<file path="src/exu_pkg.sv">
package exu_pkg;

  localparam int xlen       = 32;
  localparam int reg_addr_w = 5;
  localparam int csr_addr_w = 12;
  localparam int strb_w     = xlen / 8;
  localparam int resp_w     = 2;

  typedef enum logic [2:0] {
    inst_alu_r,
    inst_alu_i,
    inst_lui,
    inst_auipc,
    inst_jump,
    inst_csr,
    inst_load,
    inst_store
  } inst_type_e;

  typedef enum logic [3:0] {
    alu_add,
    alu_sub,
    alu_and,
    alu_or,
    alu_xor,
    alu_slt,
    alu_sltu,
    alu_sll,
    alu_srl,
    alu_sra
  } alu_op_e;

  typedef enum logic [3:0] {
    lsu_none,
    lsu_lb,
    lsu_lbu,
    lsu_lh,
    lsu_lhu,
    lsu_lw,
    lsu_sb,
    lsu_sh,
    lsu_sw
  } lsu_op_e;

  typedef enum logic [1:0] {
    csr_none,
    csr_rw,
    csr_rs,
    csr_rc
  } csr_op_e;

  // Decoded instruction from the decode stage
  typedef struct packed {
    inst_type_e             inst_type;
    alu_op_e                alu_op;
    lsu_op_e                lsu_op;
    csr_op_e                csr_op;
    logic                   wsel;
    logic                   wena;
    logic [reg_addr_w-1:0]  waddr;
    logic                   csr_wena;
    logic [csr_addr_w-1:0]  csr_waddr;
    logic [xlen-1:0]        pc;
    logic [xlen-1:0]        imm;
    logic [xlen-1:0]        rdata1;
    logic [xlen-1:0]        rdata2;
    logic [xlen-1:0]        csr_rdata;
  } exu_req_t;

  // Result and write-back controls
  typedef struct packed {
    logic                   wsel;
    logic                   wena;
    logic [reg_addr_w-1:0]  waddr;
    logic [xlen-1:0]        alu_result;
    logic [xlen-1:0]        mem_result;
    csr_op_e                csr_op;
    logic                   csr_wena;
    logic [csr_addr_w-1:0]  csr_waddr;
    logic [xlen-1:0]        csr_wdata;
  } exu_res_t;

endpackage

</file>
<file path="src/execute.sv">
`timescale 1ns/10ps

module execute import exu_pkg::*; (
  input  logic              clock,
  input  logic              arst_n_i,

  input  logic              valid_pre_i,
  output logic              ready_pre_o,
  input  exu_req_t          req_i,

  output logic              valid_post_o,
  input  logic              ready_post_i,
  output exu_res_t          res_o,

  // AW
  output logic              awvalid_o,
  input  logic              awready_i,
  output logic [xlen-1:0]   awaddr_o,

  // W
  output logic              wvalid_o,
  input  logic              wready_i,
  output logic [xlen-1:0]   wdata_o,
  output logic [strb_w-1:0] wstrb_o,
  output logic              wlast_o,

  // B
  input  logic              bvalid_i,
  output logic              bready_o,
  input  logic [resp_w-1:0] bresp_i,

  // AR
  output logic              arvalid_o,
  input  logic              arready_i,
  output logic [xlen-1:0]   araddr_o,

  // R
  input  logic              rvalid_i,
  output logic              rready_o,
  input  logic [xlen-1:0]   rdata_i,
  input  logic [resp_w-1:0] rresp_i,
  input  logic              rlast_i
);

  logic            we;
  logic            rdata_we;
  exu_req_t        q;
  logic [xlen-1:0] alu_result;
  logic [xlen-1:0] csr_wdata;
  logic [xlen-1:0] mem_result;

  execute_controller controller (
    .clock        ( clock        ),
    .arst_n_i     ( arst_n_i     ),
    .valid_pre_i  ( valid_pre_i  ),
    .ready_pre_o  ( ready_pre_o  ),
    .valid_post_o ( valid_post_o ),
    .ready_post_i ( ready_post_i ),
    .inst_type_i  ( q.inst_type  ),
    .we_o         ( we           ),
    .rdata_we_o   ( rdata_we     ),
    .awready_i    ( awready_i    ),
    .awvalid_o    ( awvalid_o    ),
    .wready_i     ( wready_i     ),
    .wvalid_o     ( wvalid_o     ),
    .bvalid_i     ( bvalid_i     ),
    .bready_o     ( bready_o     ),
    .arready_i    ( arready_i    ),
    .arvalid_o    ( arvalid_o    ),
    .rvalid_i     ( rvalid_i     ),
    .rready_o     ( rready_o     )
  );

  execute_reg reg0 (
    .clock    ( clock    ),
    .arst_n_i ( arst_n_i ),
    .we_i     ( we       ),
    .req_i    ( req_i    ),
    .q_o      ( q        )
  );

  fu fu0 (
    .req_i        ( q          ),
    .alu_result_o ( alu_result ),
    .csr_wdata_o  ( csr_wdata  )
  );

  lsu lsu0 (
    .clock        ( clock      ),
    .arst_n_i     ( arst_n_i   ),
    .rdata_we_i   ( rdata_we   ),
    .req_i        ( q          ),
    .awaddr_o     ( awaddr_o   ),
    .araddr_o     ( araddr_o   ),
    .wdata_o      ( wdata_o    ),
    .wstrb_o      ( wstrb_o    ),
    .wlast_o      ( wlast_o    ),
    .rdata_i      ( rdata_i    ),
    .mem_result_o ( mem_result )
  );

  // Write-back bundle
  assign res_o = '{
    wsel:       q.wsel,
    wena:       q.wena,
    waddr:      q.waddr,
    alu_result: alu_result,
    mem_result: mem_result,
    csr_op:     q.csr_op,
    csr_wena:   q.csr_wena,
    csr_waddr:  q.csr_waddr,
    csr_wdata:  csr_wdata
  };

endmodule

</file>
<file path="src/execute_controller.sv">
`timescale 1ns/10ps

module execute_controller import exu_pkg::*; (
  input  logic       clock,
  input  logic       arst_n_i,

  input  logic       valid_pre_i,
  output logic       ready_pre_o,
  output logic       valid_post_o,
  input  logic       ready_post_i,

  input  inst_type_e inst_type_i,

  output logic       we_o,
  output logic       rdata_we_o,

  input  logic       awready_i,
  output logic       awvalid_o,
  input  logic       wready_i,
  output logic       wvalid_o,
  input  logic       bvalid_i,
  output logic       bready_o,
  input  logic       arready_i,
  output logic       arvalid_o,
  input  logic       rvalid_i,
  output logic       rready_o
);

  typedef enum logic [2:0] {
    st_idle,
    st_exec,
    st_ar,
    st_r,
    st_aw_w,
    st_b,
    st_done
  } state_e;

  state_e state_q;
  state_e state_d;
  logic   aw_done_q;
  logic   aw_done_d;
  logic   w_done_q;
  logic   w_done_d;
  logic   is_load;
  logic   is_store;
  logic   in_aw_w;
  logic   aw_ok;
  logic   w_ok;
  logic   post_xfer;

  assign is_load  = (inst_type_i == inst_load);
  assign is_store = (inst_type_i == inst_store);

  // AW and W are raised together and drop on their own acceptance
  assign in_aw_w   = (state_q == st_exec && is_store) || (state_q == st_aw_w);
  assign awvalid_o = in_aw_w && !aw_done_q;
  assign wvalid_o  = in_aw_w && !w_done_q;
  assign aw_ok     = aw_done_q || awready_i;
  assign w_ok      = w_done_q || wready_i;

  assign arvalid_o = (state_q == st_exec && is_load) || (state_q == st_ar);
  assign rready_o  = (state_q == st_r);
  assign bready_o  = (state_q == st_b);

  assign valid_post_o = (state_q == st_exec && !is_load && !is_store) ||
                        (state_q == st_done);
  assign post_xfer    = valid_post_o && ready_post_i;
  assign ready_pre_o  = (state_q == st_idle) || post_xfer;
  assign we_o         = valid_pre_i && ready_pre_o;
  assign rdata_we_o   = rready_o && rvalid_i;

  always_comb begin
    state_d   = state_q;
    aw_done_d = aw_done_q;
    w_done_d  = w_done_q;
    case (state_q)
      st_idle: if (we_o) state_d = st_exec;
      st_exec: begin
        if (is_load) begin
          state_d = arready_i ? st_r : st_ar;
        end else if (!is_store) begin
          if (post_xfer) state_d = we_o ? st_exec : st_idle;
          else state_d = st_done;
        end
      end
      st_ar:   if (arready_i) state_d = st_r;
      st_r:    if (rvalid_i) state_d = st_done;
      st_b:    if (bvalid_i) state_d = st_done;
      st_done: if (post_xfer) state_d = we_o ? st_exec : st_idle;
      st_aw_w: ;
      default: state_d = st_idle;
    endcase
    // Store address and data phase, either channel may finish first
    if (in_aw_w) begin
      if (aw_ok && w_ok) begin
        state_d   = st_b;
        aw_done_d = 1'b0;
        w_done_d  = 1'b0;
      end else begin
        state_d   = st_aw_w;
        aw_done_d = aw_ok;
        w_done_d  = w_ok;
      end
    end
  end

  always_ff @(posedge clock or negedge arst_n_i) begin
    if (!arst_n_i) begin
      state_q   <= st_idle;
      aw_done_q <= 1'b0;
      w_done_q  <= 1'b0;
    end else begin
      state_q   <= state_d;
      aw_done_q <= aw_done_d;
      w_done_q  <= w_done_d;
    end
  end

endmodule

</file>
<file path="src/execute_reg.sv">
`timescale 1ns/10ps

module execute_reg import exu_pkg::*; (
  input  logic     clock,
  input  logic     arst_n_i,

  input  logic     we_i,
  input  exu_req_t req_i,
  output exu_req_t q_o
);

  // Holds the instruction until write-back takes the result
  always_ff @(posedge clock or negedge arst_n_i) begin
    if (!arst_n_i) begin
      q_o <= '0;
    end else if (we_i) begin
      q_o <= req_i;
    end
  end

endmodule

</file>
<file path="src/fu.sv">
`timescale 1ns/10ps

module fu import exu_pkg::*; (
  input  exu_req_t        req_i,
  output logic [xlen-1:0] alu_result_o,
  output logic [xlen-1:0] csr_wdata_o
);

  logic [xlen-1:0] op_a;
  logic [xlen-1:0] op_b;
  logic [4:0]      shamt;
  logic [xlen-1:0] alu_out;

  assign op_a  = req_i.rdata1;
  assign op_b  = (req_i.inst_type == inst_alu_i) ? req_i.imm : req_i.rdata2;
  assign shamt = op_b[4:0];

  always_comb begin
    case (req_i.alu_op)
      alu_add:  alu_out = op_a + op_b;
      alu_sub:  alu_out = op_a - op_b;
      alu_and:  alu_out = op_a & op_b;
      alu_or:   alu_out = op_a | op_b;
      alu_xor:  alu_out = op_a ^ op_b;
      alu_slt:  alu_out = {{(xlen-1){1'b0}}, $signed(op_a) < $signed(op_b)};
      alu_sltu: alu_out = {{(xlen-1){1'b0}}, op_a < op_b};
      alu_sll:  alu_out = op_a << shamt;
      alu_srl:  alu_out = op_a >> shamt;
      alu_sra:  alu_out = $unsigned($signed(op_a) >>> shamt);
      default:  alu_out = '0;
    endcase
  end

  always_comb begin
    case (req_i.inst_type)
      inst_lui:   alu_result_o = req_i.imm;
      inst_auipc: alu_result_o = req_i.pc + req_i.imm;
      // Link value for jal and jalr
      inst_jump:  alu_result_o = req_i.pc + xlen'(4);
      inst_csr:   alu_result_o = req_i.csr_rdata;
      default:    alu_result_o = alu_out;
    endcase
  end

  always_comb begin
    case (req_i.csr_op)
      csr_rw:  csr_wdata_o = req_i.rdata1;
      csr_rs:  csr_wdata_o = req_i.csr_rdata | req_i.rdata1;
      csr_rc:  csr_wdata_o = req_i.csr_rdata & ~req_i.rdata1;
      default: csr_wdata_o = '0;
    endcase
  end

endmodule

</file>
<file path="src/lsu.sv">
`timescale 1ns/10ps

module lsu import exu_pkg::*; (
  input  logic              clock,
  input  logic              arst_n_i,

  input  logic              rdata_we_i,
  input  exu_req_t          req_i,

  output logic [xlen-1:0]   awaddr_o,
  output logic [xlen-1:0]   araddr_o,
  output logic [xlen-1:0]   wdata_o,
  output logic [strb_w-1:0] wstrb_o,
  output logic              wlast_o,
  input  logic [xlen-1:0]   rdata_i,

  output logic [xlen-1:0]   mem_result_o
);

  logic [xlen-1:0] addr;
  logic [1:0]      boff;
  logic [xlen-1:0] rdata_q;
  logic [xlen-1:0] lane;

  assign addr     = req_i.rdata1 + req_i.imm;
  assign boff     = addr[1:0];
  assign awaddr_o = {addr[xlen-1:2], 2'b00};
  assign araddr_o = {addr[xlen-1:2], 2'b00};

  // Single beat transfers only
  assign wlast_o = 1'b1;

  always_comb begin
    case (req_i.lsu_op)
      lsu_sb: begin
        wdata_o = {(xlen/8){req_i.rdata2[7:0]}};
        wstrb_o = strb_w'(4'b0001) << boff;
      end
      lsu_sh: begin
        wdata_o = {(xlen/16){req_i.rdata2[15:0]}};
        wstrb_o = strb_w'(4'b0011) << boff;
      end
      lsu_sw: begin
        wdata_o = req_i.rdata2;
        wstrb_o = '1;
      end
      default: begin
        wdata_o = req_i.rdata2;
        wstrb_o = '0;
      end
    endcase
  end

  always_ff @(posedge clock or negedge arst_n_i) begin
    if (!arst_n_i) begin
      rdata_q <= '0;
    end else if (rdata_we_i) begin
      rdata_q <= rdata_i;
    end
  end

  // Byte lane moved down to bit 0
  assign lane = rdata_q >> {boff, 3'b000};

  always_comb begin
    case (req_i.lsu_op)
      lsu_lb:  mem_result_o = {{(xlen-8){lane[7]}}, lane[7:0]};
      lsu_lbu: mem_result_o = {{(xlen-8){1'b0}}, lane[7:0]};
      lsu_lh:  mem_result_o = {{(xlen-16){lane[15]}}, lane[15:0]};
      lsu_lhu: mem_result_o = {{(xlen-16){1'b0}}, lane[15:0]};
      lsu_lw:  mem_result_o = rdata_q;
      default: mem_result_o = '0;
    endcase
  end

endmodule

</file>
<file path="config.mk">
export PLATFORM = sky130hd
export DESIGN_NAME = execute
export DESIGN_NICKNAME = d
export VERILOG_FILES = /design/src/exu_pkg.sv /design/src/execute.sv /design/src/execute_controller.sv /design/src/execute_reg.sv /design/src/fu.sv /design/src/lsu.sv
export SDC_FILE = /design/constraint.sdc
export NUM_CORES = 1
export LEC_CHECK = 0
export ABC_AREA = 1
export BUFFER_PORTS_ARGS = -buffer_cell sky130_fd_sc_hd__buf_4
export CAP_MARGIN = 20
export CORE_MARGIN = 5
export CORE_UTILIZATION = 30
export CTS_BUF_LIST = sky130_fd_sc_hd__clkbuf_4
export CTS_CLUSTER_SIZE = 20
export DETAILED_ROUTE_END_ITERATION = 10
export SYNTH_ARGS = -nofsm -noshare
export SYNTH_HDL_FRONTEND = slang
export SYNTH_HIERARCHICAL = 1
export SYNTH_SLANG_ARGS = --single-unit
</file>
<file path="constraint.sdc">
create_clock -name clock -period 4.03 [get_ports clock]
set_input_delay 0.403 -clock clock [delete_from_list [all_inputs] [get_ports clock]]
set_output_delay 0.403 -clock clock [all_outputs]
set_load 0.005 [all_outputs]
</file>
==> metrics.csv, run 1 <==
stage,metric,value,unit
sta,slew_viol_final,0,
sta,period_needed,4.660,ns
global_routing,track_usage,32.21,%
sta,rsz0062_at_grt,yes,
logic_synthesis,synth_area,26520,sq um
logic_synthesis,synthSimpleGateAreaFrac,41.52,%
worst_setup_path,arrival,4.26,ns
routing,antenna_left,0,
cts,ctsHtreeMaxLevel,3,
cts,ctsLongestPathBuffers,3,
cts,tritoncts,yes,
outcome,violations,negative setup slack,
sta,skew,0.09759,ns
sta,timing_hold_violations_final,0,
cts,root_buffer,clkbuf_4,
outcome,status,"complete, but fails checks",
sta,setup_ws,-0.6295,ns
logic_synthesis,synth-edff-count,0,
final_layout,fillers,9360,
routing,drt_pass1_iterations,6,
placement,dpl.hpwl,129.2,mm
floorplanning,start_util,30.10,%
global_routing,grt_first_pass_wirelength,228.0,mm
global_routing,grt-ovfl-total,0,
floorplanning,row_count,109,
sta,setup_viol,32,
placement,dp_slack,-0.1410,ns
final_layout,final_area,39590,sq um
placement,post_dp_cell_area,33570,sq um
logic_synthesis,synth_top_family_by_area,simple AND/OR/NAND/NOR gates,
cts,cts_sinks,230,
sta,timing.fmax,214.6,MHz
cts,numCtsBuffers,73,
worst_setup_path,worst-path-max-fanout,8,
routing,wl_per_cell,23.56,um
logic_synthesis,muxShareOfSynthArea,0,%
logic_synthesis,yosys.area_share.adder,7.538,%
sta,slew_headroom,40.08,%
logic_synthesis,syn_avg_cell_area,5.816,sq um
floorplanning,die_width,307.3,um
worst_setup_path,cp.required,3.63,ns
floorplanning,fp.dieArea,94450,sq um
routing,wl,160.3,mm
cts,path_clk_slew,0.06,ns
global_routing,antenna_found_initial,7,
routing,drc,0,
worst_setup_path,cp-start-kind,flop,
run,cap_violations,0,
worst_hold_path,hold_path_class,primary input to flop,
floorplanning,die_y,307.3,um
logic_synthesis,synth_ff_type,dfrtp_1,
logic_synthesis,synthArstFlopShare,100.0,%
placement,gp_congestion,1.073,
cts,clk_latency,0.90,ns
floorplanning,core_area,88100,sq um
logic_synthesis,synth_compound_area_share,15.58,%
routing,drt_iter0_markers,3546,
global_routing,grt_max_degree,194,
sta,worstMarginPinSlew,0.8989,ns
final_layout,areaGrowthSynthToFinish,49.28,%
sta,period_share,115.6,%
routing,vias_per_cell,5.269,
routing,num_vias,35851,
worst_setup_path,cp-end-kind,output pin,
logic_synthesis,netlist_instances,4560,
floorplanning,io_pins,465,
global_routing,grt_pass1_vias,34418,
logic_synthesis,synth_xor_area_share,0.9576,%
worst_setup_path,crit_type,flop to output pin,
final_layout,fin_nets,5979,
logic_synthesis,synth_cell_types,60,
logic_synthesis,yosysSeqAreaShare,21.70,%
logic_synthesis,yosysWarnings,6,
placement,port_buffers,454,
final_layout,drive_gt1_share,27.29,%
logic_synthesis,ys_ff_latch,230,
## critical path, stage by stage, from the launching register on
cell and delay, ns:
dfrtp_1 0.37, inv_2 0.06, nand3_4 0.16, buf_12 0.16
buf_12 0.15, clkinv_8 0.06, nand2_8 0.06, nand2_8 0.08
ha_4 0.17, fa_2 0.36, nand2_2 0.10, nand3_2 0.07
o21ai_2 0.08, buf_4 0.15, a21oi_2 0.05, a211oi_2 0.27
o21ai_1 0.11, nor2_1 0.16, nand2_2 0.15, nand2_1 0.09
nand4_1 0.24, buf_4 0.24
## cells by family (layout without fill, tap and decap cells)
kind of cell | after synthesis | in the layout
AOI/OAI and AO/OA | 709 | 709
xor gates and xnor gates | 29 | 29
adders and majority gates | 158 | 158
buffers and inverters | 764 | 1834
DFF | 230 | 230
other | 2 | 11
and+or+nand+nor | 2668 | 2668
## metal layers
metal | share of wire, % | wire, um | up-vias | track usage, %
met1 | 40 | 64830 | 16935 | 41.20
met2 | 45 | 72810 | 1692 | 52.96
met5 | 0.0069 | 11 | - | 0
met4 | 6.7 | 10780 | 2 | 16.93
li1 | - | - | 16835 | -
met3 | 7.4 | 11900 | 387 | 4.505
## layout by cell type, fill, tap and decap left out, types with 16 or more instances in the layout
| cell | count |
|---|---|
| clkinv_1 | 19 |
| ha_4 | 23 |
| nand2_2 | 120 |
| xor2_1 | 21 |
| inv_2 | 42 |
| o22ai_1 | 25 |
| dfrtp_1 | 228 |
| inv_1 | 486 |
| a21oi_1 | 172 |
| o21ai_0 | 194 |
| nor3_1 | 34 |
| ha_1 | 125 |
| o221ai_1 | 19 |
| nand4_1 | 30 |
| buf_6 | 29 |
| dlygate4sd3_1 | 236 |
| nand3_2 | 38 |
| nor2_2 | 50 |
| o21ai_1 | 50 |
| o21ai_2 | 46 |
| a21oi_2 | 43 |
| or2_2 | 16 |
| o211ai_1 | 32 |
| buf_4 | 864 |
| nand2_1 | 1573 |
| nand3_1 | 457 |
| clkbuf_4 | 104 |
| nor2_1 | 272 |
| a221oi_1 | 16 |
| buf_12 | 27 |
| a22oi_1 | 23 |
## per-stage QoR
stage	setup TNS (ns)	hold WS (ns)	instances	util, %
after floorplan	0	0.1074	4563	-
after global placement	-0.4054	0.4559	6386	38.10
after detailed placement	-0.6253	0.4601	6386	38.10
after CTS	-16.97	0.04872	6773	43.62
after global routing	-21.46	0.1725	6803	44.94
final	-15.13	0.1433	6804	44.94
## synth_stat cells (13+ instances only)
master / n / area share (%)
nand2_1: 1695 / 24
inv_1: 519 / 7.3
nand3_1: 496 / 9.4
nor2_1: 326 / 4.6
o21ai_0: 261 / 4.9
dfrtp_1: 230 / 22
a21oi_1: 219 / 4.1
ha_1: 155 / 7.3
clkbuf_1: 81 / 1.1
buf_4: 63 / 1.8
nor3_1: 47 / 0.89
buf_2: 40 / 0.75
o211ai_1: 32 / 0.91
nand4_1: 30 / 0.71
buf_6: 26 / 1.1
o22ai_1: 26 / 0.61
a22oi_1: 24 / 0.68
o21ai_1: 23 / 0.43
o221ai_1: 21 / 0.69
xor2_1: 21 / 0.69
a221oi_1: 20 / 0.66
or2_2: 17 / 0.40
nand2_2: 16 / 0.38
buf_1: 15 / 0.21
o21ai_2: 13 / 0.43
## sequential cells by signal, summed over array words and instances, names as in the netlist
| signal | cells |
|---|---|
| reg0/q_o | 193 |
| controller/w_done_q | 1 |
| controller/aw_done_q | 1 |
| controller/state_q | 3 |
| lsu0/rdata_q | 32 |
## area by class of cell
| class | instances | area (sq um) | area share, % |
|---|---|---|---|
| repair buffers | 1170 | 10070 | 25.43 |
| diodes | 6 | 15.01 | 0.03792 |
| clock buffers | 104 | 780.7 | 1.972 |
| well taps | 1165 | 1458 | 3.682 |
| inverters | 538 | 2049 | 5.176 |
| multi-input cells | 3569 | 19350 | 48.88 |
| clock inverters | 22 | 110.1 | 0.2781 |
| flip-flops and latches | 230 | 5758 | 14.54 |
## repair_timing
item | 4_1_cts | 5_1_grt
gates cloned | 6 | 6
endpoints found under the hold margin | 333 | 0
pin swaps | 63 | 70
resized for setup | 362 | 250
setup endpoints to repair | 84 | 51
hold buffers | 236 | 0
setup buffers | 20 | 21
## path summary, 6_finish.rpt
check	startpoint	to	slack, ns	depth (start not counted)
setup / recovery	reg0/q_o[191]	res_o[83]	-0.63	21
hold / removal	arready_i	controller/state_q[0]	0.14	6
setup reg to reg	controller/state_q[0]	controller/state_q[0]	1.43	12
hold reg to reg	reg0/q_o[167]	reg0/q_o[167]	0.47	2
max in group asynchronous	arst_n_i	reg0/q_o[25]	2.81	3
min in group asynchronous	arst_n_i	lsu0/rdata_q[15]	0.19	2
Power of run 1 is left out: the tool's default activity adds up to more than one toggle a clock period on the data nets, which glitch-free logic cannot reach.
==> run 2, diff against run 1 <==
--- a/config.mk
+++ b/config.mk
@@ -5,7 +5,6 @@
 export SDC_FILE = /design/constraint.sdc
 export NUM_CORES = 1
 export LEC_CHECK = 0
-export ABC_AREA = 1
 export BUFFER_PORTS_ARGS = -buffer_cell sky130_fd_sc_hd__buf_4
 export CAP_MARGIN = 20
 export CORE_MARGIN = 5
==> run 2 against run 1 <==
  * The run still ends with negative setup slack left
  * Via count shrank 16%
  * Core utilization grew 2.8 points
  * Sequential cell count is the same
  * Worst hold slack gained 0.0050 ns
  * Die area shrank 5.6%
  * Cell area shrank 0.68%
  * Global-route usage shrank 2.3 points
  * Fmax shrank 14%
==> metrics.csv, run 2 <==
stage,metric,value,unit,change
logic_synthesis,muxShareOfSynthArea,18.85,%,+19 points
routing,antenna_left,0,,unchanged
worst_setup_path,cp.depth,16,,-24%
global_routing,track_usage,29.91,%,-2.3 points
cts,ctsLongestPathBuffers,3,,unchanged
worst_setup_path,crit_path_top_delay_cell,or3b_4,,
final_layout,largest_register_ffs,193,,unchanged
logic_synthesis,synth_cell_types,110,,+83%
final_layout,final_common_cell,buf_4,,
worst_setup_path,cp_num_buf_inv,2,,-4
worst_setup_path,cp_cell_sequence,or3b_4 -> mux2_4 -> ha_4 -> fa_2 -> a211o_1 -> a21oi_4 -> o41ai_4 -> a41oi_2 -> o211ai_1 -> a31oi_1 -> o31a_1 -> mux2i_1 -> a211oi_2 -> buf_4 -> nand2_2 -> buf_6,,
outcome,violations,negative setup slack,,
final_layout,fin_util,47.74,%,+2.8 points
final_layout,reg.largest.list,"reg0/q_o: 193 flops, lsu0/rdata_q: 32 flops, controller/state_q: 3 flops",,
sta,slew_headroom,42.73,%,+2.7 points
placement,gp_congestion,1.056,,-1.6%
logic_synthesis,yosys.area_share.adder,8.002,%,+0.46 points
worst_setup_path,arrival,5.01,ns,+0.75 ns
global_routing,antenna_found_initial,7,,unchanged
floorplanning,die_width,298.6,um,-2.8%
logic_synthesis,synth_top_area_cell,dfrtp_1,,
sta,skew,0.1195,ns,+0.02193 ns
sta,timing.fmax,184.9,MHz,-14%
logic_synthesis,syn_avg_cell_area,8.340,sq um,+43%
routing,drt_iter0_markers,3139,,-11%
sta,period_share,134.2,%,+19 points
cts,tritoncts,yes,,
floorplanning,row_count,105,,-3.7%
run,cap_violations,0,,unchanged
logic_synthesis,synth_top_cell_area_share,23.03,%,-0.95 points
cts,path_clk_slew,0.08,ns,+0.02 ns
worst_setup_path,cp-start-kind,flop,,
sta,slew_viol_final,0,,unchanged
final_layout,fillers,7824,,-16%
placement,placedCellCount,4953,,-22%
logic_synthesis,synth_ff_type,dfrtp_1,,
logic_synthesis,ys_top_cells_by_area,"dfrtp_1, mux2_2, ha_1",,
cts,clk_latency,0.85,ns,-0.05 ns
logic_synthesis,yosysSeqAreaShare,23.03,%,+1.3 points
sta,setup_ws,-1.378,ns,-0.7485 ns
logic_synthesis,synth_top_family_by_area,compound AO/OA/AOI/OAI gates,,
logic_synthesis,synthSimpleGateAreaFrac,14.66,%,-27 points
floorplanning,fp.dieArea,89160,sq um,-5.6%
routing,drc,0,,unchanged
sta,rsz0062_at_grt,yes,,
worst_hold_path,hold_path_class,primary input to flop,,
sta,setup_viol,58,,+81%
global_routing,grt-ovfl-total,0,,unchanged
cts,root_buffer,clkbuf_4,,
worst_setup_path,crit_family,compound AO/OA/AOI/OAI gates,,
cts,numCtsBuffers,61,,-16%
floorplanning,core_area,82370,sq um,-6.5%
outcome,status,"complete, but fails checks",,
floorplanning,io_pins,465,,unchanged
placement,port_buffers,454,,unchanged
routing,wl_per_cell,26.30,um,+12%
logic_synthesis,synthArstFlopShare,100.0,%,unchanged
routing,num_vias,30028,,-16%
logic_synthesis,synth-edff-count,0,,unchanged
logic_synthesis,synth_most_common_cell,nand2_1,,
final_layout,areaGrowthSynthToFinish,57.39,%,
placement,dpl.hpwl,111.4,mm,-14%
sta,worstMarginPinSlew,0.8564,ns,-0.04243 ns
final_layout,finalNonFillerCells,5362,,-21%
sta,setup_tns,-37.27,ns,-22.15 ns
worst_setup_path,cp-end-kind,output pin,,
worst_setup_path,worst-path-max-fanout,7,,-1
logic_synthesis,synth_compound_area_share,24.31,%,+8.7 points
worst_hold_path,holdPathStages,4,,-2
logic_synthesis,netlist_instances,2996,,-34%
routing,wl,141.0,mm,-12%
worst_setup_path,cp.required,3.63,ns,about the same
final_layout,top_register,reg0/q_o,,
final_layout,fin_nets,4638,,-22%
final_layout,drive_gt1_share,42.79,%,+16 points
routing,vias_per_cell,5.600,,+6.3%
logic_synthesis,synthTopCellsByCount,"nand2_1, mux2_2, dfrtp_1",,
cts,ctsHtreeMaxLevel,2,,-1
routing,drt_pass1_iterations,8,,+2
sta,timing_hold_violations_final,0,,unchanged
worst_setup_path,crit_type,flop to output pin,,
cts,cts_sinks,230,,unchanged
floorplanning,die_y,298.6,um,-2.8%
worst_setup_path,r2r.worst_path.cells,6,,-6
logic_synthesis,synth_xor_area_share,4.031,%,+3.1 points
logic_synthesis,yosysWarnings,6,,unchanged
logic_synthesis,ys_ff_latch,230,,unchanged
floorplanning,start_util,30.33,%,+0.23 points
global_routing,grt_first_pass_wirelength,202.2,mm,-11%
logic_synthesis,synth_area,24990,sq um,-5.8%
worst_setup_path,cpPeakStageDelay,0.49,ns,+0.12 ns
sta,period_needed,5.408,ns,+0.7485 ns
final_layout,layout_common_cells,"buf_4, nand2_1, mux2_2",,
global_routing,grt_max_degree,75,,-61%
global_routing,grt_pass1_vias,29738,,-14%
-- run 2: changes by cell type after synthesis, sizes merged, moves of 36 or more --
| cell | before | now |
|---|---|---|
| a21o | 12 | 66 |
| nor2 | 333 | 199 |
| mux2i | 0 | 169 |
| nand2 | 1711 | 341 |
| a211oi | 4 | 43 |
| o21ai | 298 | 191 |
| nand3 | 504 | 45 |
| inv | 532 | 129 |
| buf | 145 | 109 |
| xnor2 | 8 | 84 |
| mux2 | 0 | 252 |
| clkbuf | 81 | 134 |
-- run 2: worst register-to-register path: stages, from the launching register on --
cell,delay [ns]
dfrtp_1,0.63
nor2b_1,0.22
and2_1,0.16
a22o_1,0.17
and2_4,0.51
buf_4,0.47
mux2_2,0.41
-- run 2: per-layer routing --
metal,global-route usage [%],vias up,share of wire (%)
met5,0,-,0.019
li1,-,13564,-
met2,48.20,1487,45
met3,5.089,330,7.9
met4,14.50,4,5.9
met1,38.98,14643,41
-- run 2: cells by family (layout without fill, tap and decap cells) --
kind of cell	Yosys count	count (layout)
compound gates	884	884
simple gates	802	802
mux	429	429
buf+inv	376	1663
flops	230	230
fa+ha+maj	158	158
xor+xnor	115	115
other cells	2	11
-- run 2: final cells by class --
cell class,count,area [sq um],share of cell area (%)
timing repair buffer,1422,11810,30.03
sequential,230,5769,14.67
clock inverter,17,106.4,0.2704
tap,1070,1339,3.404
inverter,133,519.2,1.320
antenna,6,15.01,0.03818
multi-input combinational,2393,19080,48.53
clock buffer,91,683.2,1.737
-- run 2: per-stage QoR --
stage	hold slack, ns	setup WS [ns]	area, sq um
floorplan	0.1074	-0.4307	25260
global placement	0.4279	-0.8120	33830
detailed placement	0.4302	-0.7981	33830
CTS	0.05831	-1.448	38250
global route	0.1159	-1.522	39320
finish	0.1483	-1.378	39330
-- run 2: final timing paths --
| path | startpoint | end | slack (ns) |
|---|---|---|---|
| setup / recovery | reg0/q_o[192] | res_o[109] | -1.38 |
| hold / removal | valid_pre_i | controller/state_q[0] | 0.15 |
| setup reg to reg | controller/state_q[1] | reg0/q_o[50] | 1.29 |
| hold reg to reg | reg0/q_o[168] | reg0/q_o[168] | 0.51 |
| max in group asynchronous | arst_n_i | reg0/q_o[81] | 2.95 |
| min in group asynchronous | arst_n_i | reg0/q_o[169] | 0.18 |
-- run 2: repair_timing --
action / CTS / global route
buffers inserted: 40 / 40
setup endpoints to repair: 84 / 81
hold buffers: 233 / 0
resized for setup: 237 / 176
endpoints found under the hold margin: 301 / 0
pin swaps: 80 / 71
cloned: 1 / 1
Power of run 2 is left out for the same reason.
